File: src/include/jtag_dec_defs.svh
`ifndef JTAG_DEC_DEFS_SVH
`define JTAG_DEC_DEFS_SVH

// ====================
// uart data register
`define UART_WORD_W      32
// read data valid flag inside the polled word
`define UART_VALID_BIT   15

// ====================
// stream bytes
`define BYTE_W           8
`define ESC_BYTE         8'hFE
// second byte after the escape prefix
`define ESC_IDLE         8'h00
`define ESC_ACK          8'h01

// command bytes, load is tagged by the two upper bits
`define CMD_LOAD_TAG     2'b10
`define CMD_OFF_H        8'h01
`define CMD_OFF_V        8'h02

// ====================
// image sizes, 16 bytes per frame and up to 64 frames
`define FRAME_SHIFT      4
`define FRAMES_W         7
`define FIFO_DEPTH_LOG2  5
`define OFFSET_CLAMP     8'd128

`endif

File: src/design/jtag_dec_pkg.sv
package jtag_dec_pkg;

    // controller states
    typedef enum logic [2:0] {
        idle,
        error,
        wait_ack,
        // image load
        ram_start,
        ram_trigger,
        ram_data,
        // offset update
        off_magnitude,
        off_sign
    } ctrl_state_e;

    // instruction decoded from the byte after an escape
    typedef enum logic [1:0] {
        go_idle,
        ack,
        fault
    } instr_e;

    // command decoded while the controller takes commands
    typedef enum logic [1:0] {
        cmd_load,
        cmd_off_h,
        cmd_off_v,
        cmd_bad
    } cmd_e;

endpackage

File: src/design/uart_poll.sv
`include "jtag_dec_defs.svh"

module uart_poll (
    input  logic                    iCLK,
    input  logic                    iRST,
    output logic                    rd_req,
    input  logic [`UART_WORD_W-1:0] rd_data,
    input  logic                    rd_wait,
    output logic [`BYTE_W-1:0]      rx_byte,
    output logic                    byte_valid
);

    // low right after reset, then polling for good
    logic polling;
    // read finished this cycle and the word holds a received byte
    logic got_byte;

    assign rd_req   = polling;
    assign got_byte = polling && !rd_wait && rd_data[`UART_VALID_BIT];

    // ====================
    // control
    always_ff @(posedge iCLK or posedge iRST) begin
        if (iRST) begin
            polling    <= 1'b0;
            byte_valid <= 1'b0;
        end else begin
            polling    <= 1'b1;
            // one cycle pulse per byte
            byte_valid <= got_byte;
        end
    end

    // data is zero latency once wait drops
    always_ff @(posedge iCLK) begin
        rx_byte <= rd_data[`BYTE_W-1:0];
    end

    // no byte can come out before the first read was issued
    a_no_byte_idle: assert property (
        @(posedge iCLK) disable iff (iRST)
        !polling |-> !byte_valid
    );

endmodule

File: src/design/stream_parser.sv
`include "jtag_dec_defs.svh"

module stream_parser (
    input  logic                 iCLK,
    input  logic                 iRST,
    input  logic [`BYTE_W-1:0]   rx_byte,
    input  logic                 byte_valid,
    input  logic                 take_cmds,
    output logic                 instr_pending,
    output jtag_dec_pkg::instr_e instr_kind,
    output jtag_dec_pkg::cmd_e   cmd_kind,
    output logic                 data_pending,
    output logic [`BYTE_W-1:0]   data,
    input  logic                 instr_ack,
    input  logic                 data_ack
);

    // last byte was the escape prefix
    logic                 esc_seen;
    logic                 is_esc;
    jtag_dec_pkg::cmd_e   byte_cmd;
    jtag_dec_pkg::instr_e esc_instr;

    assign is_esc = (rx_byte == `ESC_BYTE);

    // ====================
    // byte decode
    always_comb begin
        if (rx_byte[`BYTE_W-1 -: 2] == `CMD_LOAD_TAG) begin
            byte_cmd = jtag_dec_pkg::cmd_load;
        end else if (rx_byte == `CMD_OFF_H) begin
            byte_cmd = jtag_dec_pkg::cmd_off_h;
        end else if (rx_byte == `CMD_OFF_V) begin
            byte_cmd = jtag_dec_pkg::cmd_off_v;
        end else begin
            byte_cmd = jtag_dec_pkg::cmd_bad;
        end
    end

    // only used when the previous byte was FE
    always_comb begin
        case (rx_byte)
            `ESC_IDLE: esc_instr = jtag_dec_pkg::go_idle;
            `ESC_ACK:  esc_instr = jtag_dec_pkg::ack;
            default:   esc_instr = jtag_dec_pkg::fault;
        endcase
    end

    // ====================
    // pending flags
    always_ff @(posedge iCLK or posedge iRST) begin
        if (iRST) begin
            esc_seen      <= 1'b0;
            instr_pending <= 1'b0;
            data_pending  <= 1'b0;
        end else begin
            // flags fall the cycle after their ack
            if (instr_ack) begin
                instr_pending <= 1'b0;
            end
            if (data_ack) begin
                data_pending <= 1'b0;
            end
            // a new byte overrides the ack
            if (byte_valid) begin
                if (esc_seen) begin
                    esc_seen <= 1'b0;
                    // FE FE is plain data FE
                    if (is_esc) begin
                        data_pending <= 1'b1;
                    end else begin
                        instr_pending <= 1'b1;
                    end
                end else if (is_esc) begin
                    esc_seen <= 1'b1;
                end else if (take_cmds) begin
                    instr_pending <= 1'b1;
                    // load carries its frame count as data
                    data_pending  <= (byte_cmd == jtag_dec_pkg::cmd_load);
                end else begin
                    data_pending <= 1'b1;
                end
            end
        end
    end

    // ====================
    // payload
    always_ff @(posedge iCLK) begin
        if (byte_valid) begin
            if (esc_seen && !is_esc) begin
                instr_kind <= esc_instr;
                cmd_kind   <= jtag_dec_pkg::cmd_bad;
            end else if (!esc_seen && !is_esc && take_cmds) begin
                instr_kind <= jtag_dec_pkg::fault;
                cmd_kind   <= byte_cmd;
            end
            // data moves only on a byte that is data or a command
            if (esc_seen == is_esc) begin
                data <= rx_byte;
            end
        end
    end

    // controller acks only what is pending
    a_ack_pending: assert property (
        @(posedge iCLK) disable iff (iRST)
        instr_ack |-> instr_pending
    );

endmodule

File: src/design/pixel_fifo.sv
`include "jtag_dec_defs.svh"

module pixel_fifo #(
    parameter int DEPTH_LOG2 = `FIFO_DEPTH_LOG2
) (
    input  logic               iCLK,
    input  logic               iRST,
    input  logic               clear,
    input  logic               wr,
    input  logic [`BYTE_W-1:0] wr_data,
    input  logic               pop,
    output logic [`BYTE_W-1:0] pop_data,
    output logic               empty
);

    localparam int DEPTH = 1 << DEPTH_LOG2;

    logic [`BYTE_W-1:0]  mem [DEPTH];
    logic [DEPTH_LOG2-1:0] wr_ptr;
    logic [DEPTH_LOG2-1:0] rd_ptr;
    // one bit wider so that full is its top bit
    logic [DEPTH_LOG2:0]   count;
    logic                  full;
    logic                  do_wr;
    logic                  do_pop;

    assign full   = count[DEPTH_LOG2];
    assign empty  = (count == '0);
    assign do_wr  = wr && !full;
    assign do_pop = pop && !empty;

    // first-word fall through
    assign pop_data = mem[rd_ptr];

    // ====================
    // pointers and count
    always_ff @(posedge iCLK or posedge iRST) begin
        if (iRST) begin
            wr_ptr <= '0;
            rd_ptr <= '0;
            count  <= '0;
        end else if (clear) begin
            // empty in one cycle, contents left stale
            wr_ptr <= '0;
            rd_ptr <= '0;
            count  <= '0;
        end else begin
            if (do_wr) begin
                wr_ptr <= wr_ptr + 1'b1;
            end
            if (do_pop) begin
                rd_ptr <= rd_ptr + 1'b1;
            end
            case ({do_wr, do_pop})
                2'b10:   count <= count + 1'b1;
                2'b01:   count <= count - 1'b1;
                default: count <= count;
            endcase
        end
    end

    always_ff @(posedge iCLK) begin
        if (do_wr && !clear) begin
            mem[wr_ptr] <= wr_data;
        end
    end

    // writer and reader sit in different blocks
    a_no_overflow: assert property (
        @(posedge iCLK) disable iff (iRST)
        wr && !clear |-> !full
    );
    a_no_underflow: assert property (
        @(posedge iCLK) disable iff (iRST)
        pop |-> !empty
    );

endmodule

File: src/design/cmd_fsm.sv
`include "jtag_dec_defs.svh"

module cmd_fsm (
    input  logic                  iCLK,
    input  logic                  iRST,
    output logic                  take_cmds,
    input  logic                  instr_pending,
    input  jtag_dec_pkg::instr_e  instr_kind,
    input  jtag_dec_pkg::cmd_e    cmd_kind,
    input  logic                  data_pending,
    input  logic [`BYTE_W-1:0]    data,
    output logic                  instr_ack,
    output logic                  data_ack,
    output logic                  fifo_clear,
    output logic                  fifo_wr,
    output logic [`BYTE_W-1:0]    fifo_data,
    output logic [`FRAMES_W-1:0]  num_images,
    output logic                  trigger_write,
    output logic                  error,
    output logic [`BYTE_W-1:0]    h_offset,
    output logic [`BYTE_W-1:0]    v_offset,
    output logic                  h_sign,
    output logic                  v_sign
);

    localparam int CNT_W = `FRAMES_W + `FRAME_SHIFT;

    jtag_dec_pkg::ctrl_state_e state;
    jtag_dec_pkg::ctrl_state_e state_next;
    logic [`FRAMES_W-1:0] frames;
    // data bytes written in the current load
    logic [CNT_W-1:0]     byte_cnt;
    logic [CNT_W-1:0]     total_bytes;
    // axis picked by the last offset command
    logic                 sel_h;
    logic [`BYTE_W-1:0]   h_mag;
    logic [`BYTE_W-1:0]   v_mag;

    // an escape in the middle of a transfer
    function automatic jtag_dec_pkg::ctrl_state_e abort_target(
        input jtag_dec_pkg::instr_e kind
    );
        if (kind == jtag_dec_pkg::go_idle) begin
            return jtag_dec_pkg::idle;
        end
        return jtag_dec_pkg::error;
    endfunction

    assign total_bytes   = {frames, {`FRAME_SHIFT{1'b0}}};
    assign take_cmds     = (state == jtag_dec_pkg::idle) || (state == jtag_dec_pkg::error);
    assign fifo_clear    = (state == jtag_dec_pkg::ram_start);
    assign trigger_write = (state == jtag_dec_pkg::ram_trigger);
    assign error         = (state == jtag_dec_pkg::error);
    assign fifo_data     = data;
    assign num_images    = frames;

    // ====================
    // next state and acks
    always_comb begin
        state_next = state;
        instr_ack  = 1'b0;
        data_ack   = 1'b0;
        fifo_wr    = 1'b0;
        case (state)
            jtag_dec_pkg::idle, jtag_dec_pkg::error: begin
                if (instr_pending) begin
                    instr_ack = 1'b1;
                    if (instr_kind == jtag_dec_pkg::go_idle) begin
                        state_next = jtag_dec_pkg::idle;
                    end else begin
                        case (cmd_kind)
                            jtag_dec_pkg::cmd_load:  state_next = jtag_dec_pkg::ram_start;
                            jtag_dec_pkg::cmd_off_h: state_next = jtag_dec_pkg::off_magnitude;
                            jtag_dec_pkg::cmd_off_v: state_next = jtag_dec_pkg::off_magnitude;
                            default:                 state_next = jtag_dec_pkg::error;
                        endcase
                    end
                end else if (data_pending) begin
                    // stray data is dropped here
                    data_ack = 1'b1;
                end
            end
            jtag_dec_pkg::ram_start: begin
                // frame count came in with the command
                data_ack   = 1'b1;
                state_next = jtag_dec_pkg::ram_trigger;
            end
            jtag_dec_pkg::ram_trigger: begin
                state_next = jtag_dec_pkg::ram_data;
            end
            jtag_dec_pkg::ram_data: begin
                if (instr_pending) begin
                    instr_ack  = 1'b1;
                    state_next = abort_target(instr_kind);
                end else if (data_pending) begin
                    data_ack = 1'b1;
                    fifo_wr  = 1'b1;
                    if (byte_cnt + 1'b1 == total_bytes) begin
                        state_next = jtag_dec_pkg::wait_ack;
                    end
                end
            end
            jtag_dec_pkg::off_magnitude, jtag_dec_pkg::off_sign: begin
                if (instr_pending) begin
                    instr_ack  = 1'b1;
                    state_next = abort_target(instr_kind);
                end else if (data_pending) begin
                    data_ack = 1'b1;
                    if (state == jtag_dec_pkg::off_magnitude) begin
                        state_next = jtag_dec_pkg::off_sign;
                    end else begin
                        state_next = jtag_dec_pkg::wait_ack;
                    end
                end
            end
            jtag_dec_pkg::wait_ack: begin
                // only FE 01 closes a transfer cleanly
                if (instr_pending) begin
                    instr_ack = 1'b1;
                    if (instr_kind == jtag_dec_pkg::ack) begin
                        state_next = jtag_dec_pkg::idle;
                    end else begin
                        state_next = jtag_dec_pkg::error;
                    end
                end else if (data_pending) begin
                    data_ack   = 1'b1;
                    state_next = jtag_dec_pkg::error;
                end
            end
            default: begin
                state_next = jtag_dec_pkg::error;
            end
        endcase
    end

    // ====================
    // registers
    always_ff @(posedge iCLK or posedge iRST) begin
        if (iRST) begin
            state    <= jtag_dec_pkg::idle;
            frames   <= '0;
            byte_cnt <= '0;
            sel_h    <= 1'b0;
            h_mag    <= '0;
            v_mag    <= '0;
            h_sign   <= 1'b0;
            v_sign   <= 1'b0;
        end else begin
            state <= state_next;
            // low six bits plus one, 64 frames fits in seven bits
            if (state == jtag_dec_pkg::ram_start) begin
                frames   <= {1'b0, data[`FRAMES_W-2:0]} + 1'b1;
                byte_cnt <= '0;
            end else if (fifo_wr) begin
                byte_cnt <= byte_cnt + 1'b1;
            end
            if (take_cmds && instr_pending) begin
                sel_h <= (cmd_kind == jtag_dec_pkg::cmd_off_h);
            end
            if (state == jtag_dec_pkg::off_magnitude && data_ack) begin
                if (sel_h) begin
                    h_mag <= data;
                end else begin
                    v_mag <= data;
                end
            end
            // sign is bit 0 of its byte
            if (state == jtag_dec_pkg::off_sign && data_ack) begin
                if (sel_h) begin
                    h_sign <= data[0];
                end else begin
                    v_sign <= data[0];
                end
            end
        end
    end

    // magnitudes of 128 and up show as 128
    assign h_offset = h_mag[`BYTE_W-1] ? `OFFSET_CLAMP : h_mag;
    assign v_offset = v_mag[`BYTE_W-1] ? `OFFSET_CLAMP : v_mag;

    // frame count byte still pending when the load latches it
    a_frame_count_pending: assert property (
        @(posedge iCLK) disable iff (iRST)
        (state == jtag_dec_pkg::ram_start) |-> data_pending
    );

endmodule

File: src/design/jtag_uart_decode.sv
`include "jtag_dec_defs.svh"

module jtag_uart_decode (
    input  logic                    iCLK,
    input  logic                    iRST,
    // uart data register
    output logic                    rd_req,
    input  logic [`UART_WORD_W-1:0] rd_data,
    input  logic                    rd_wait,
    // pixel buffer read side
    input  logic                    pop,
    output logic [`BYTE_W-1:0]      pop_data,
    output logic                    empty,
    // decoded results
    output logic [`FRAMES_W-1:0]    num_images,
    output logic                    trigger_write,
    output logic [`BYTE_W-1:0]      h_offset,
    output logic                    h_sign,
    output logic [`BYTE_W-1:0]      v_offset,
    output logic                    v_sign,
    output logic                    error
);

    logic [`BYTE_W-1:0]   rx_byte;
    logic                 byte_valid;
    logic                 take_cmds;
    logic                 instr_pending;
    jtag_dec_pkg::instr_e instr_kind;
    jtag_dec_pkg::cmd_e   cmd_kind;
    logic                 data_pending;
    logic [`BYTE_W-1:0]   data;
    logic                 instr_ack;
    logic                 data_ack;
    logic                 fifo_clear;
    logic                 fifo_wr;
    logic [`BYTE_W-1:0]   fifo_data;

    // ====================
    // byte source
    uart_poll poll0 (
        .iCLK       (iCLK),
        .iRST       (iRST),
        .rd_req     (rd_req),
        .rd_data    (rd_data),
        .rd_wait    (rd_wait),
        .rx_byte    (rx_byte),
        .byte_valid (byte_valid)
    );

    stream_parser parser0 (
        .iCLK          (iCLK),
        .iRST          (iRST),
        .rx_byte       (rx_byte),
        .byte_valid    (byte_valid),
        .take_cmds     (take_cmds),
        .instr_pending (instr_pending),
        .instr_kind    (instr_kind),
        .cmd_kind      (cmd_kind),
        .data_pending  (data_pending),
        .data          (data),
        .instr_ack     (instr_ack),
        .data_ack      (data_ack)
    );

    // ====================
    // controller and image buffer
    cmd_fsm fsm0 (
        .iCLK          (iCLK),
        .iRST          (iRST),
        .take_cmds     (take_cmds),
        .instr_pending (instr_pending),
        .instr_kind    (instr_kind),
        .cmd_kind      (cmd_kind),
        .data_pending  (data_pending),
        .data          (data),
        .instr_ack     (instr_ack),
        .data_ack      (data_ack),
        .fifo_clear    (fifo_clear),
        .fifo_wr       (fifo_wr),
        .fifo_data     (fifo_data),
        .num_images    (num_images),
        .trigger_write (trigger_write),
        .error         (error),
        .h_offset      (h_offset),
        .v_offset      (v_offset),
        .h_sign        (h_sign),
        .v_sign        (v_sign)
    );

    pixel_fifo #(
        .DEPTH_LOG2 (`FIFO_DEPTH_LOG2)
    ) fifo0 (
        .iCLK     (iCLK),
        .iRST     (iRST),
        .clear    (fifo_clear),
        .wr       (fifo_wr),
        .wr_data  (fifo_data),
        .pop      (pop),
        .pop_data (pop_data),
        .empty    (empty)
    );

endmodule

File: config.mk
export PLATFORM = sky130hd
export DESIGN_NAME = jtag_uart_decode
export DESIGN_NICKNAME = d
export VERILOG_FILES = /design/src/design/jtag_dec_pkg.sv /design/src/design/uart_poll.sv /design/src/design/stream_parser.sv /design/src/design/pixel_fifo.sv /design/src/design/cmd_fsm.sv /design/src/design/jtag_uart_decode.sv
export VERILOG_INCLUDE_DIRS = /design/src /design/src/include
export SDC_FILE = /design/constraint.sdc
export NUM_CORES = 1
export LEC_CHECK = 0
export BUFFER_PORTS_ARGS = -buffer_cell sky130_fd_sc_hd__buf_2
export CAP_MARGIN = 20
export CORE_ASPECT_RATIO = 0.8
export CORE_MARGIN = 4
export CORE_UTILIZATION = 25
export DETAILED_ROUTE_END_ITERATION = 7
export PLACE_DENSITY_LB_ADDON = 0.1
export REMOVE_ABC_BUFFERS = 1
export SETUP_SLACK_MARGIN = 0.1
export SLEW_MARGIN = 20
export SYNTH_ARGS = -nofsm -noshare
export SYNTH_HDL_FRONTEND = slang
export SYNTH_HIERARCHICAL = 1
export SYNTH_SLANG_ARGS = --single-unit
export TNS_END_PERCENT = 1
File: constraint.sdc
create_clock -name iCLK -period 5.7 [get_ports iCLK]
set_input_delay 1.71 -clock iCLK [delete_from_list [all_inputs] [get_ports iCLK]]
set_output_delay 1.71 -clock iCLK [all_outputs]
set_load 0.02 [all_outputs]
Yosys cells after proc, flatten, opt, wreduce, memory -nomap -nowiden
Memory sizes are Yosys's and may differ from the RTL's.
Cells that the tools add are included.
- memory bits (writable): 256
- memories: 1
- output and inout bits: 37
- logic and storage cells: 150
- flip-flop bits (word level): 81
- bitwise gates (word level): 1
- equal/unequal tests: 23
- reduce and logical (&&, ||, !) cells: 40
- add/subtract/negate cells: 6
- mux-type cells: 59
- memories (memory ; words ; width ; rd ports ; clocked after Yosys merged registers in ; wr ports ; line ; RTL):
    fifo0.mem ; 32 ; 8 ; 1 ; 0 ; 1 ; pixel_fifo.sv:18 ; logic [`BYTE_W-1:0] mem [DEPTH];
- operators with widths (kind ; count):
    3-bit two-way mux ; 13
    1-bit two-way mux ; 27
    11-bit two-way mux ; 2
    5-bit two-way mux ; 4
    3-bit case mux with 6 select lines ; 1
    8-bit two-way mux ; 2
    3-bit equality test, second input constant ; 4
    6-bit case mux with 2 select lines ; 1
    2-bit AND reduction ; 6
    11-bit by 1-bit adder with 11-bit output, second input constant ; 1
    11-bit equality test ; 1
    1-bit logical AND ; 11
    5-bit by 1-bit adder with 5-bit output, second input constant ; 2
    2-bit two-way mux ; 5
    3-bit != test, second input constant ; 3
    8-bit by 1-bit equality test with 1-bit output, second input constant ; 1
    8-bit by 2-bit equality test with 1-bit output, second input constant ; 1
    8-bit equality test, second input constant ; 1
    8-bit logical NOT ; 1
    2-bit nonzero test ; 4
    6-bit by 1-bit adder with 7-bit output, second input constant ; 1
    6-bit by 1-bit adder with 6-bit output, second input constant ; 1
    2-bit by 1-bit equality test with 1-bit output, second input constant ; 3
    2-bit equality test, second input constant ; 3
    other kinds (20) ; 30

Depth between registers and ports, before layout
Gate-level depths: netlist of the first run.
- depth in word-level cells: 9
- depth in mapped cells: 13
- mapped depth without buffers: 10

Cells and area by module
Netlist of the first run, hierarchy kept.
- by module, submodules not included (module ; instances ; area each (µm²) ; cells each):
    pixel_fifo ; 1 ; 10939.2 ; 580
    cmd_fsm ; 1 ; 2543.7 ; 263
    stream_parser ; 1 ; 663.1 ; 47
    uart_poll ; 1 ; 226.5 ; 13

Worst setup path before layout of the first run
No wires, ideal clock.
- path kind: register -> output
- start: register fifo0.rd_ptr[0]
- end: output pop_data[6]
- required time: 3.990 ns
- stages on the path, launching flop included: 9
- arrival: 2.029 ns
- path slack: 1.961 ns
- path buffers: 4
- cells stage by stage: dfrtp_1 > buf_2 > buf_4 > buf_4 > buf_4 > mux2i_1 > o221ai_1 > a211oi_1 > a311oi_1
- cells in the longest elaborated chain, start to end: 1
- ends and longest elaborated chain (element ; line ; RTL):
    start: declaration ; pixel_fifo.sv:20 ; logic [DEPTH_LOG2-1:0] rd_ptr;
    start signal: assignment ; pixel_fifo.sv:52 ; rd_ptr <= rd_ptr + 1'b1;
    memory 32 x 8 bit ; n/a ;
    end: declaration ; jtag_uart_decode.sv:12 ; output logic [`BYTE_W-1:0] pop_data,
No other way between the ends.

Final worst setup path of the first run
- start: register fifo0.rd_ptr[0]
- end: output pop_data[1]
Same word-level chain as after synthesis.

==> results of run 1 <==
-- power by group through the flow --
stage	Combinational, mW	Clock (mW)	Sequential [mW]
after floorplan	1.37	0	3.19
after global placement	2.28	0	3.18
after detailed placement	2.28	0	3.18
after CTS	2.28	2.66	3.14
after global routing	2.43	2.77	3.17
final	2.23	2.57	3.12
-- sequential cells by signal, indices dropped and copies added (netlist names), 3 cells and up --
| signal | cells |
|---|---|
| fifo0/wr_ptr | 5 |
| fifo0/mem | 256 |
| parser0/data | 8 |
| fsm0/num_images | 7 |
| fifo0/rd_ptr | 5 |
| fsm0/h_mag | 8 |
| fsm0/state | 3 |
| fsm0/v_mag | 8 |
| fsm0/byte_cnt | 11 |
| fifo0/count | 6 |
| poll0/rx_byte | 8 |
-- synth_stat cells, drive strengths merged (11+ instances only) --
library cell / n
inv: 19
clkbuf: 19
mux2: 22
a21oi: 27
a22oi: 11
mux4: 48
nor2: 61
dfrtp: 61
ha: 19
mux2i: 38
buf: 35
nand2: 36
edfxtp: 268
nand3: 17
xor2: 15
o21ai: 32
nor2b: 27
-- final cells by class --
cell class / instances / area, µm²
Multi-Input combinational cell: 493 / 4260
Sequential cell: 337 / 9740
Clock buffer: 49 / 1090
Tap cell: 760 / 951
Fill cell: 5686 / 40000
Timing Repair Buffer: 84 / 520
Inverter: 19 / 71.3
Clock inverter: 18 / 221
-- path summary, 6_finish.rpt --
check                                              end  cells after the start
min                          parser0/data[4]$_DFFE_PP_                      0
max                                        pop_data[1]                      6
max in group asynchronous  fifo0/rd_ptr[0]$_DFFE_PP0P_                      2
max reg2reg                  fifo0/mem[1][0]$_DFFE_PP_                      8
min reg2reg                  parser0/data[4]$_DFFE_PP_                      0
min in group asynchronous      fsm0/v_sign$_DFFE_PP0P_                      2
-- routing by layer --
metal  share of wire (%)  vias to the layer above  routed length (µm)  GRT usage (%)
li1                    -                     3664                   -              -
met1                  50                     4169               18500           17.7
met2                  45                      115               16900           18.7
met3                 3.6                       47                1330           2.25
met4                 1.6                        0                 590           2.28
met5                   0                        -                   0              0
-- cells by family after synthesis --
| group | count (synthesis) | share of synthesized area (%) |
|---|---|---|
| buf+inv | 73 | 2.69 |
| other cells | 1 | 0.0261 |
| fa+ha+maj | 20 | 1.79 |
| flops | 337 | 67.7 |
| simple gates | 202 | 7.44 |
| compound gates | 144 | 7.15 |
| xor+xnor | 18 | 1.28 |
| mux | 108 | 11.9 |
-- worst reg2reg max path: stages, from the launching register on --
cell and delay (ns):
dfrtp_1 0.49, nand3b_2 0.31, or2_1 0.48, inv_1 0.16
nor2b_1 0.42, buf_4 0.24, nor2b_1 0.28, nand2_1 0.41
nor2_1 0.89
-- through the flow --
step | area, µm² | worst slack (ns)
global route | 16800 | 0.257
CTS | 16800 | 0.394
floorplan | 14100 | -0.137
finish | 16800 | 0.563
global placement | 15500 | 1.02
detailed placement | 15500 | 0.973
==> results.md, run 1 <==
* Status: complete, no violations
* Power Total at 7.92 mW
* I/O pins at 73
* Unrepaired setup endpoints after global routing: no
* Hold Path Class: register to register
* Inst Count DP at 1693
* Total grt overflow at 0
* Crit path launch: fifo0/rd_ptr[0]$_DFFE_PP0P_
* EDFF count, synth at 268
* Num CTS Buffers at 38
* P_int at 5.36 mW
* F_max at 195 MHz
* Clock Latency Late Sink at 0.54 ns
* Net Sw Frac at between 30 and 40%
* Time the worst path needs with I/O delays and setup at 5.14 ns
* Post-route clock period utilization at 90.1%
* Pwr Density at 470 nW/µm²
* RR Startpoint: fsm0/state[1]$_DFFE_PP0P_
* Worst EP arrival at approximately 3.4 ns
* Final Hold Fails at 0
* Avg Inst Size Synth at about 16 µm²
* Post-CTS setup buffers at 0
* DR WL/cell at 21.2 µm
* Post-Synthesis Cells at 903
* WL final at 37300 µm
* CP Capture Type: output port
* Most used DFF post-synth: edfxtp_1
* Worst-Margin Slew at 0.979 ns
* Maxcap violations at 0
* Min-delay src: poll0/rx_byte[4]$_DFF_P_
* Post-synth cell types at 81
* Crit-path max FO at 36
* Area share of the largest cell type after synthesis at 56.0%
* #FFs+latches synth at around 340
* Vias in the first global route at 8207
* WP buf/inv at 2
* DRT Pass-1 Iters at 4
* Port buffer count at 49
* CORE AREA at 56800 µm²
* Layout overhead on the synthesized area at 17.2%
* Netlist Area Pre-Place at ~14000 µm²
* Synth area leaders: edfxtp_1, dfrtp_1, mux4_2
* Vias/cell at 4.54
* Clock tree sinks at roughly 340
* P_sw at 2.56 mW
* Pins Over Slew Limit at 0
* Ant. Diodes at 0
* Leading cell type in the layout, fill and taps excluded: edfxtp_1
* Fin nets at about 1000
* Gates resized, CTS repair at 0
* Layout cells sized above 1 at 23.7%
* Headroom to the max-slew limit at 34.5%
* Sequential share of power at 39.4%
* CP cell instances: buf_4 > mux4_2 > a22o_1 > a2111oi_0 > a21oi_1 > buf_2
* Critical path's slowest cell: dfrtp_4
* Row Count at 78
* CTS tree: done
* Die Footprint at 61400 µm²
* Util after Layout at 29.7%
* Reg clk slew, reported paths at 0.06 ns
* Ys Warns at 6
* CP top delay family: flip-flops
* CTS root buffer: clkbuf_16
* Initial antenna violation count at 0
* Commonest cells after routing, fill and taps aside: edfxtp_1, nor2_1, dfrtp_1, buf_2, mux4_2
* CP peak stage delay at 0.93 ns
* Hold Slack at 0.492 ns
* Setup crit start kind: register
* Die span in y at 222 µm
* Post-DP HPWL at 23500 µm
* Via count at 7995
* Async S/R FF share, synth at 18.1%
* Clock power frac at 32.4%
* Register area share after synthesis at 67.7%
* Combinational share of power at 28.1%
* Total global-route track usage at 12.0%
* Clk buf depth at 3
* Largest net degree at the start of global routing at 40
* Initial drt markers at 565
* FF-to-FF setup slack at ~1.6 ns
* DR DRC count at 0
* Routed Antenna Nets at 0
* Setup violations, final at 0
* Final Skew at between 0.01 and 0.015 ns
* CTS H-tree lvls at 2
* Peak VDD IR at 0.182 mV
* Gpl congestion at between 0.7 and 0.8
* Leakage Power at 5.90 nW
* Setup CP Type: register to output port
* First-pass GRT wire length at 55900 µm
* Hold buffer count at cts at 0
* Initial core utilization at 25.3%
* Die X at 276 µm
* Worst Path Required at 3.99 ns
* Aggregate negative setup slack at 0 ns
* Post-synth top area cell: edfxtp_1
* Final Non-Filler Cells at 1760
(Power assumes the default switching activity.)
==> run 2: changes to the inputs <==
--- a/config.mk
+++ b/config.mk
@@ -10,9 +10,11 @@
 export CAP_MARGIN = 20
 export CORE_ASPECT_RATIO = 0.8
 export CORE_MARGIN = 4
-export CORE_UTILIZATION = 25
+export CORE_UTILIZATION = 30
+export CTS_CLUSTER_SIZE = 8
 export DETAILED_ROUTE_END_ITERATION = 7
 export PLACE_DENSITY_LB_ADDON = 0.1
+export RECOVER_POWER = 100
 export REMOVE_ABC_BUFFERS = 1
 export SETUP_SLACK_MARGIN = 0.1
 export SLEW_MARGIN = 20
==> results.md, run 2 (synthesis gave the netlist of run 1 again) <==
* Leading cell type in the layout, fill and taps excluded: edfxtp_1
* CTS root buffer: clkbuf_16
* First-pass GRT wire length at 53000 µm (-5.2%)
* Total grt overflow at 0 (unchanged)
* Crit-path max FO at 41 (+14%)
* Die span in y at 204 µm (-8.4%)
* Initial drt markers at 511 (-9.6%)
* WP buf/inv at 2 (unchanged)
* Fin nets at 1029 (unchanged)
* Die Footprint at 51500 µm² (-16%)
* Post-CTS setup buffers at 0 (unchanged)
* Port buffer count at 49 (unchanged)
* Setup violations, final at 0 (unchanged)
* Largest net degree at the start of global routing at 42 (+5.0%)
* Setup crit start kind: register
* Largest Register: fifo0/mem
* Unrepaired setup endpoints after global routing: no
* Vias in the first global route at 8378 (+2.1%)
* Peak VDD IR at 0.212 mV (+16%)
* R2r worst-path depth at 8 (unchanged)
* Hold buffer count at cts at 0 (unchanged)
* Status: finished, violations left
* Total global-route track usage at 13.6% (+1.6 points)
* Maxcap violations at 9 (+9)
* Row Count at 71 (-9.0%)
* Worst Path Required at 3.99 ns (about the same)
* DR WL/cell at 21.2 µm (+0.21%)
* Number of flip-flops in the largest register at 256 (unchanged)
* Clock Latency Late Sink at 0.56 ns (+0.02 ns)
* Commonest cells after routing, fill and taps aside: edfxtp_1, clkbuf_1, nor2_1, dfrtp_1
* CTS H-tree lvls at 2 (unchanged)
* CP Capture Type: output port
* Layout cells sized above 1 at 17.0% (-6.7 points)
* CORE AREA at 47200 µm² (-17%)
* Clk buf depth at 3 (unchanged)
* Gpl congestion at 0.724 (-0.73%)
* CP peak stage delay at 0.97 ns (+0.04 ns)
* CP cell instances: clkbuf_2 > mux4_2 > a2111oi_0 > a21oi_1 > buf_2
* F_max at 189 MHz (-2.9%)
* Hold Slack at 0.477 ns (-0.0151 ns)
* Post-DP HPWL at 21500 µm (-8.6%)
* Leakage Power at 5.70 nW (-3.3%)
* Worst Hold Path Cells at 0 (unchanged)
* Ant. Diodes at 0 (unchanged)
* Worst EP arrival at 3.58 ns (+0.15 ns)
* Layout overhead on the synthesized area at 15.3%
* Crit path depth at 5 (-1)
* DR DRC count at 0 (unchanged)
* Headroom to the max-slew limit at -52.7% (-87 points)
* Util after Layout at 35.1% (+5.5 points)
* Gates resized, CTS repair at 0 (unchanged)
* Worst-Margin Slew at 2.29 ns (+1.31 ns)
* Initial core utilization at 30.5% (+5.2 points)
* Time the worst path needs with I/O delays and setup at 5.29 ns (+0.155 ns)
* Clock tree sinks at 337 (unchanged)
* Die X at 253 µm (-8.5%)
* I/O pins at 73 (unchanged)
* CTS tree: done
* Largest regs: fifo0/mem: 256 flops, fsm0/byte_cnt: 11 flops
* WL final at 34700 µm (-7.0%)
* Hold Path Class: register to register
* Reg clk slew, reported paths at 0.05 ns (about the same)
* Critical path's slowest cell: dfrtp_4
* Violated checks: capacitance limit, slew limit
* Final Skew at 0.0137 ns (-0.00104 ns)
* Pins Over Slew Limit at 339 (+339)
* Num CTS Buffers at 48 (+26%)
* Routed Antenna Nets at 0 (unchanged)
* Final Hold Fails at 0 (unchanged)
* Setup CP Type: register to output port
* CP top delay family: flip-flops
* Initial antenna violation count at 0 (unchanged)
* Pwr Density at 477 nW/µm² (+1.6%)
* Via count at 7939 (-0.70%)
* DRT Pass-1 Iters at 5 (+1)
* Vias/cell at 4.86 (+7.0%)
* Post-route clock period utilization at 92.8% (+2.7 points)
* Filler cell count at 4557 (-20%)
## run 2: cell types whose count changed in the layout (fill, tap and decap cells not counted), moves of 2 or more
cell,previous run,this run
clkbuf_1,5,82
buf_2,49,17
buf_4,34,10
clkbuf_16,41,48
clkinv_2,6,0
bufinv_16,5,1
clkinv_1,5,1
clkbuf_8,3,1
clkinvlp_4,2,0
nor2b_1,25,27
nor2b_2,2,0
## run 2: layout make-up
| cell class | count | area [µm²] | share of cell area, % |
|---|---|---|---|
| Sequential cell | 337 | 9740 | 58.7 |
| Multi-Input combinational cell | 493 | 4220 | 25.5 |
| Clock buffer | 86 | 1350 | 8.17 |
| Tap cell | 620 | 776 | 4.68 |
| Timing Repair Buffer | 74 | 342 | 2.06 |
| Clock inverter | 4 | 75.1 | 0.453 |
| Inverter | 19 | 71.3 | 0.430 |
## run 2: metrics by stage
| stage | cell area, µm² | TNS, ns | instances | worst slack [ns] | power (mW) |
|---|---|---|---|---|---|
| 3_5_place_dp | 15300 | 0 | 1543 | 0.923 | 5.36 |
| 4_1_cts | 16700 | 0 | 1633 | 0.304 | 8.10 |
| 6_report | 16600 | 0 | 1633 | 0.408 | 7.91 |
| 3_3_place_gp | 15300 | 0 | 1543 | 0.960 | 5.36 |
| 5_1_grt | 16600 | 0 | 1633 | 0.144 | 8.36 |
| 2_1_floorplan | 14100 | -0.745 | 849 | -0.137 | 4.57 |
## run 2: worst reg2reg max path, cell delays in order (launching register included)
cell and delay, ns:
dfrtp_1 0.48, nand3b_2 0.30, or2_0 0.55, inv_1 0.40
nor2b_1 0.33, clkbuf_1 0.35, nor2b_1 0.31, nand2_1 0.35
nor2_1 0.84
## run 2: path summary, 6_finish.rpt
kind                                              from                    endpoint  slack (ns)
hold / removal                poll0/rx_byte[2]$_DFF_P_   parser0/data[2]$_DFFE_PP_        0.48
hold reg to reg               poll0/rx_byte[2]$_DFF_P_   parser0/data[2]$_DFFE_PP_        0.48
max in group asynchronous                         iRST   fsm0/v_mag[0]$_DFFE_PP0P_        2.34
setup reg to reg             fsm0/state[1]$_DFFE_PP0P_  fifo0/mem[12][7]$_DFFE_PP_        1.39
min in group asynchronous                         iRST      poll0/rd_req$_DFF_PP0_        1.05
setup / recovery           fifo0/rd_ptr[0]$_DFFE_PP0P_                 pop_data[5]        0.41
## run 2: power by group
group	total, mW	switching (mW)	leakage, nW	internal [mW]
Sequential	3.15	0.352	3.28	2.80
Clock	2.69	1.04	0.678	1.64
Combinational	2.08	1.16	1.75	0.914
## run 2: per-layer routing
| metal | part of all wire (%) | GRT usage, % |
|---|---|---|
| met1 | 50 | 20.6 |
| met2 | 44 | 20.2 |
| met3 | 3.6 | 2.52 |
| met4 | 2.1 | 3.58 |
| met5 | 0 | 0 |
==> run 3: changes to the inputs <==
--- a/config.mk
+++ b/config.mk
@@ -20,6 +20,5 @@
 export SLEW_MARGIN = 20
 export SYNTH_ARGS = -nofsm -noshare
 export SYNTH_HDL_FRONTEND = slang
-export SYNTH_HIERARCHICAL = 1
 export SYNTH_SLANG_ARGS = --single-unit
 export TNS_END_PERCENT = 1
==> constraint.sdc (replaced) <==
create_clock -name iCLK -period 4.5 [get_ports iCLK]
set_input_delay 1.35 -clock iCLK [delete_from_list [all_inputs] [get_ports iCLK]]
set_output_delay 1.35 -clock iCLK [all_outputs]
set_load 0.02 [all_outputs]
==> results.md, run 3 <==
* Status: finished, violations left
* Violated checks: capacitance limit, slew limit
* CP cell instances: buf_12 > buf_16 > mux4_2 > mux4_2 > mux2_2 > buf_2
* DRT Pass-1 Iters at 5 (unchanged)
* Ys Warns at 0 (-6)
* First-pass GRT wire length at 51200 µm (-3.5%)
* Most used DFF post-synth: edfxtp_1
* WL final at 33900 µm (-2.2%)
* Post-DP HPWL at 20700 µm (-3.6%)
* Setup CP Type: register to output port
* Met3 Track Usage GR at 2.80% (+0.28 points)
* Post-synthesis adder-cell area fraction at 1.66% (-0.13 points)
* Min-delay src: poll0.rx_byte[2]$_DFF_P_
* R2r worst-path depth at 15 (+7)
* Routed Antenna Nets at 0 (unchanged)
* Initial drt markers at 471 (-7.8%)
* RR Startpoint: parser0.instr_pending$_DFF_PP0_
* Worst-Margin Slew at 2.13 ns (-0.156 ns)
* CORE AREA at 45900 µm² (-2.7%)
* DR DRC count at 0 (unchanged)
* Critical path's slowest cell: mux4_2
* Total global-route track usage at 13.5% (-0.13 points)
* Post-synth cell types at 59 (-27%)
* Clock tree sinks at 337 (unchanged)
* Crit-path max FO at 14 (-66%)
* Num CTS Buffers at 48 (unchanged)
* Initial core utilization at 30.5% (about the same)
* Largest Register: fifo0.mem
* Area share of the largest cell type after synthesis at 57.5% (+1.5 points)
* Port buffer count at 49 (unchanged)
* Post-DP Area at 15200 µm² (-0.25%)
* Headroom to the max-slew limit at -42.3% (+10 points)
* Inst Count DP at 1481 (-4.0%)
* Final Non-Filler Cells at 1573 (-3.7%)
* Gpl congestion at 0.706 (-2.5%)
* Cell with the most instances after synthesis: edfxtp_1
* Met2 Usage GRT at 19.4% (-0.86 points)
* Largest regs: fifo0.mem: 256 flops, fsm0.byte_cnt: 11 flops
* Maxcap violations at 9 (unchanged)
* CP peak stage delay at 0.57 ns (-0.40 ns)
* EDFF count, synth at 268 (unchanged)
* Worst Path Required at 3.15 ns (-0.84 ns)
* Leakage Power at 5.57 nW (-2.2%)
* Synth Area in Compound Gates at 3.56% (-3.6 points)
* Time the worst path needs with I/O delays and setup at around 4.3 ns
* Peak VDD IR at 0.450 mV (+110%)
* Netlist Area Pre-Place at 14000 µm² (-2.7%)
* Pwr Density at 585 nW/µm² (+23%)
* Final Skew at 0.0268 ns (+0.0131 ns)
* Multiplexer share of the synthesized area at 15.1% (+3.2 points)
* Worst setup margin at 0.173 ns (-0.236 ns)
* Post-Place Worst Slack at 0.676 ns (-0.247 ns)
* Synth Area in XOR/XNOR at 1.44% (+0.16 points)
* Post-route clock period utilization at 96.2%
* Die span in y at 201 µm (-1.3%)
* Worst Hold Path Cells at 0 (unchanged)
* CTS H-tree lvls at 2 (unchanged)
* Fraction of the mapped netlist area in simple logic gates at 6.79% (-0.65 points)
* Hold buffer count at cts at 0 (unchanged)
* Most frequent CP cell: mux4_2
* Ant. Diodes at 0 (unchanged)
* Fin nets at 976 (-5.2%)
* CP Capture Type: output port
* Via count at 7514 (-5.4%)
* Synth area leaders: edfxtp_1, mux4_2, dfrtp_1
* Async S/R FF share, synth at 18.1% (unchanged)
* CTS root buffer: clkbuf_16
* Commonest cells after routing, fill and taps aside: edfxtp_1, clkbuf_1, mux4_2, nor2_1, dfrtp_1
* Hold Path Class: register to register
* GRT Max-Usage Layer: met1
* Post-Synthesis Cells at 810 (-10%)
* Pins Over Slew Limit at 282 (-17%)
* Reg2reg end: fifo0.count[5]$_DFFE_PP0P_
* Leading cell type in the layout, fill and taps excluded: edfxtp_1
* Row Count at 70 (-1.4%)
* Clock Latency Late Sink at 0.56 ns (about the same)
* Layout cells sized above 1 at 21.0% (+4.0 points)
* Final instance area at 16500 µm² (-0.70%)
* DR WL/cell at 21.6 µm (+1.5%)
* Number of flip-flops in the largest register at 256 (unchanged)
* Register area share after synthesis at 69.6% (+1.9 points)
* FF-to-FF setup slack at 0.68 ns (-0.71 ns)
* Clk buf depth at 3 (unchanged)
* Avg Inst Size Synth at 17.3 µm² (+8.5%)
* Aggregate negative setup slack at 0 ns (unchanged)
* GR Util met1 at 21.0% (+0.42 points)
* Unrepaired setup endpoints after global routing: no
* Total grt overflow at 0 (unchanged)
* Die X at 249 µm (-1.3%)
* CTS tree: done
* Hold Slack at 0.457 ns (-0.0196 ns)
* Vias in the first global route at 7702 (-8.1%)
* Setup violations, final at 0 (unchanged)
* Final Hold Fails at 0 (unchanged)
* Die Footprint at 50200 µm² (-2.6%)
* Worst Hold Path EP: parser0.data[2]$_DFFE_PP_
* Post-synth top area cell: edfxtp_1
* Synth cell count leaders: edfxtp_1, mux4_2, nor2_1
* Worst EP arrival at 2.98 ns (-0.60 ns)
* Vias/cell at 4.78 (-1.7%)
* Layout overhead on the synthesized area at 17.7%
* Largest family of logic cells by synthesized area: multiplexers
* I/O pins at 73 (unchanged)
* Setup crit start kind: register
* Initial antenna violation count at 2 (+2)
* Largest net degree at the start of global routing at 41 (-2.4%)
* Reg clk slew, reported paths at 0.05 ns (about the same)
* F_max at roughly 230 MHz
* #FFs+latches synth at 337 (unchanged)
-- run 3: changes by cell type after synthesis, sizes merged, moves of 11 or more --
cell	change
mux2i	-36
buf	-17
a22oi	-11
mux4	+32
-- run 3: worst max-delay path: cells and delay by family (launching register included) --
kind                   cells  cell delay, ns
buffers and inverters      3            0.51
multiplexers               3            1.37
flip-flops                 1            0.53
-- run 3: power breakdown --
| part | switching [mW] | internal [mW] | total (mW) |
|---|---|---|---|
| sequential | 0.203 | 3.49 | 3.70 |
| clock | 1.31 | 2.01 | 3.32 |
| combinational | 1.38 | 1.24 | 2.62 |
| total | 2.90 | 6.74 | 9.64 |
-- run 3: through the flow --
step           utilization (%)  total power, mW
6_report                  35.9             9.64
5_1_grt                   35.9             10.2
4_1_cts                   36.2             9.80
3_5_place_dp              33.2             6.41
3_3_place_gp              33.2             6.41
2_1_floorplan                -             5.50
-- run 3: logic make-up (layout without fill, tap and decap cells) --
group                    after synthesis  in the layout
AO/OA/AOI/OAI                         82             82
XOR/XNOR                              23             23
adder cells (fa/ha/maj)               18             18
buffers and inverters                 54            205
flip-flops                           337            337
multiplexers                         108            108
other                                  1              1
AND/OR/NAND/NOR                      187            187
-- run 3: how the worst max path moves through the flow --
stage                                start                         end  slack, ns  cells after the start
3_3_place_gp   fifo0.rd_ptr[0]$_DFFE_PP0P_                 pop_data[0]       0.69                      5
2_1_floorplan  fifo0.rd_ptr[0]$_DFFE_PP0P_                 pop_data[0]      -0.90                      3
3_5_place_dp                           pop  fifo0.count[5]$_DFFE_PP0P_       0.68                     11
5_1_grt        fifo0.rd_ptr[0]$_DFFE_PP0P_                 pop_data[0]       0.08                      6
6_report       fifo0.rd_ptr[0]$_DFFE_PP0P_                 pop_data[3]       0.17                      6
4_1_cts        fifo0.rd_ptr[0]$_DFFE_PP0P_                 pop_data[7]       0.12                      5
-- run 3: layout make-up --
type,instances,area [µm²]
clock buffer,86,1350
clock inverter,3,32.5
multi-input combinational,419,3970
tap,612,766
inverter,13,48.8
sequential,337,9740
timing repair buffer,103,552
fill,4429,29400
-- run 3: what timing repair did --
| item | CTS | global route |
|---|---|---|
| setup endpoints to repair | 1 | 6 |
| setup buffers | 0 | 2 |
| gates cloned | 0 | 1 |
| resized for setup | 1 | 2 |
-- run 3: routing by layer --
layer  share of wire [%]  vias to the layer above
li1                    -                     3383
met1                  51                     3943
met2                  43                      140
met3                 4.3                       48
met4                 1.6                        0
met5                   0                        -
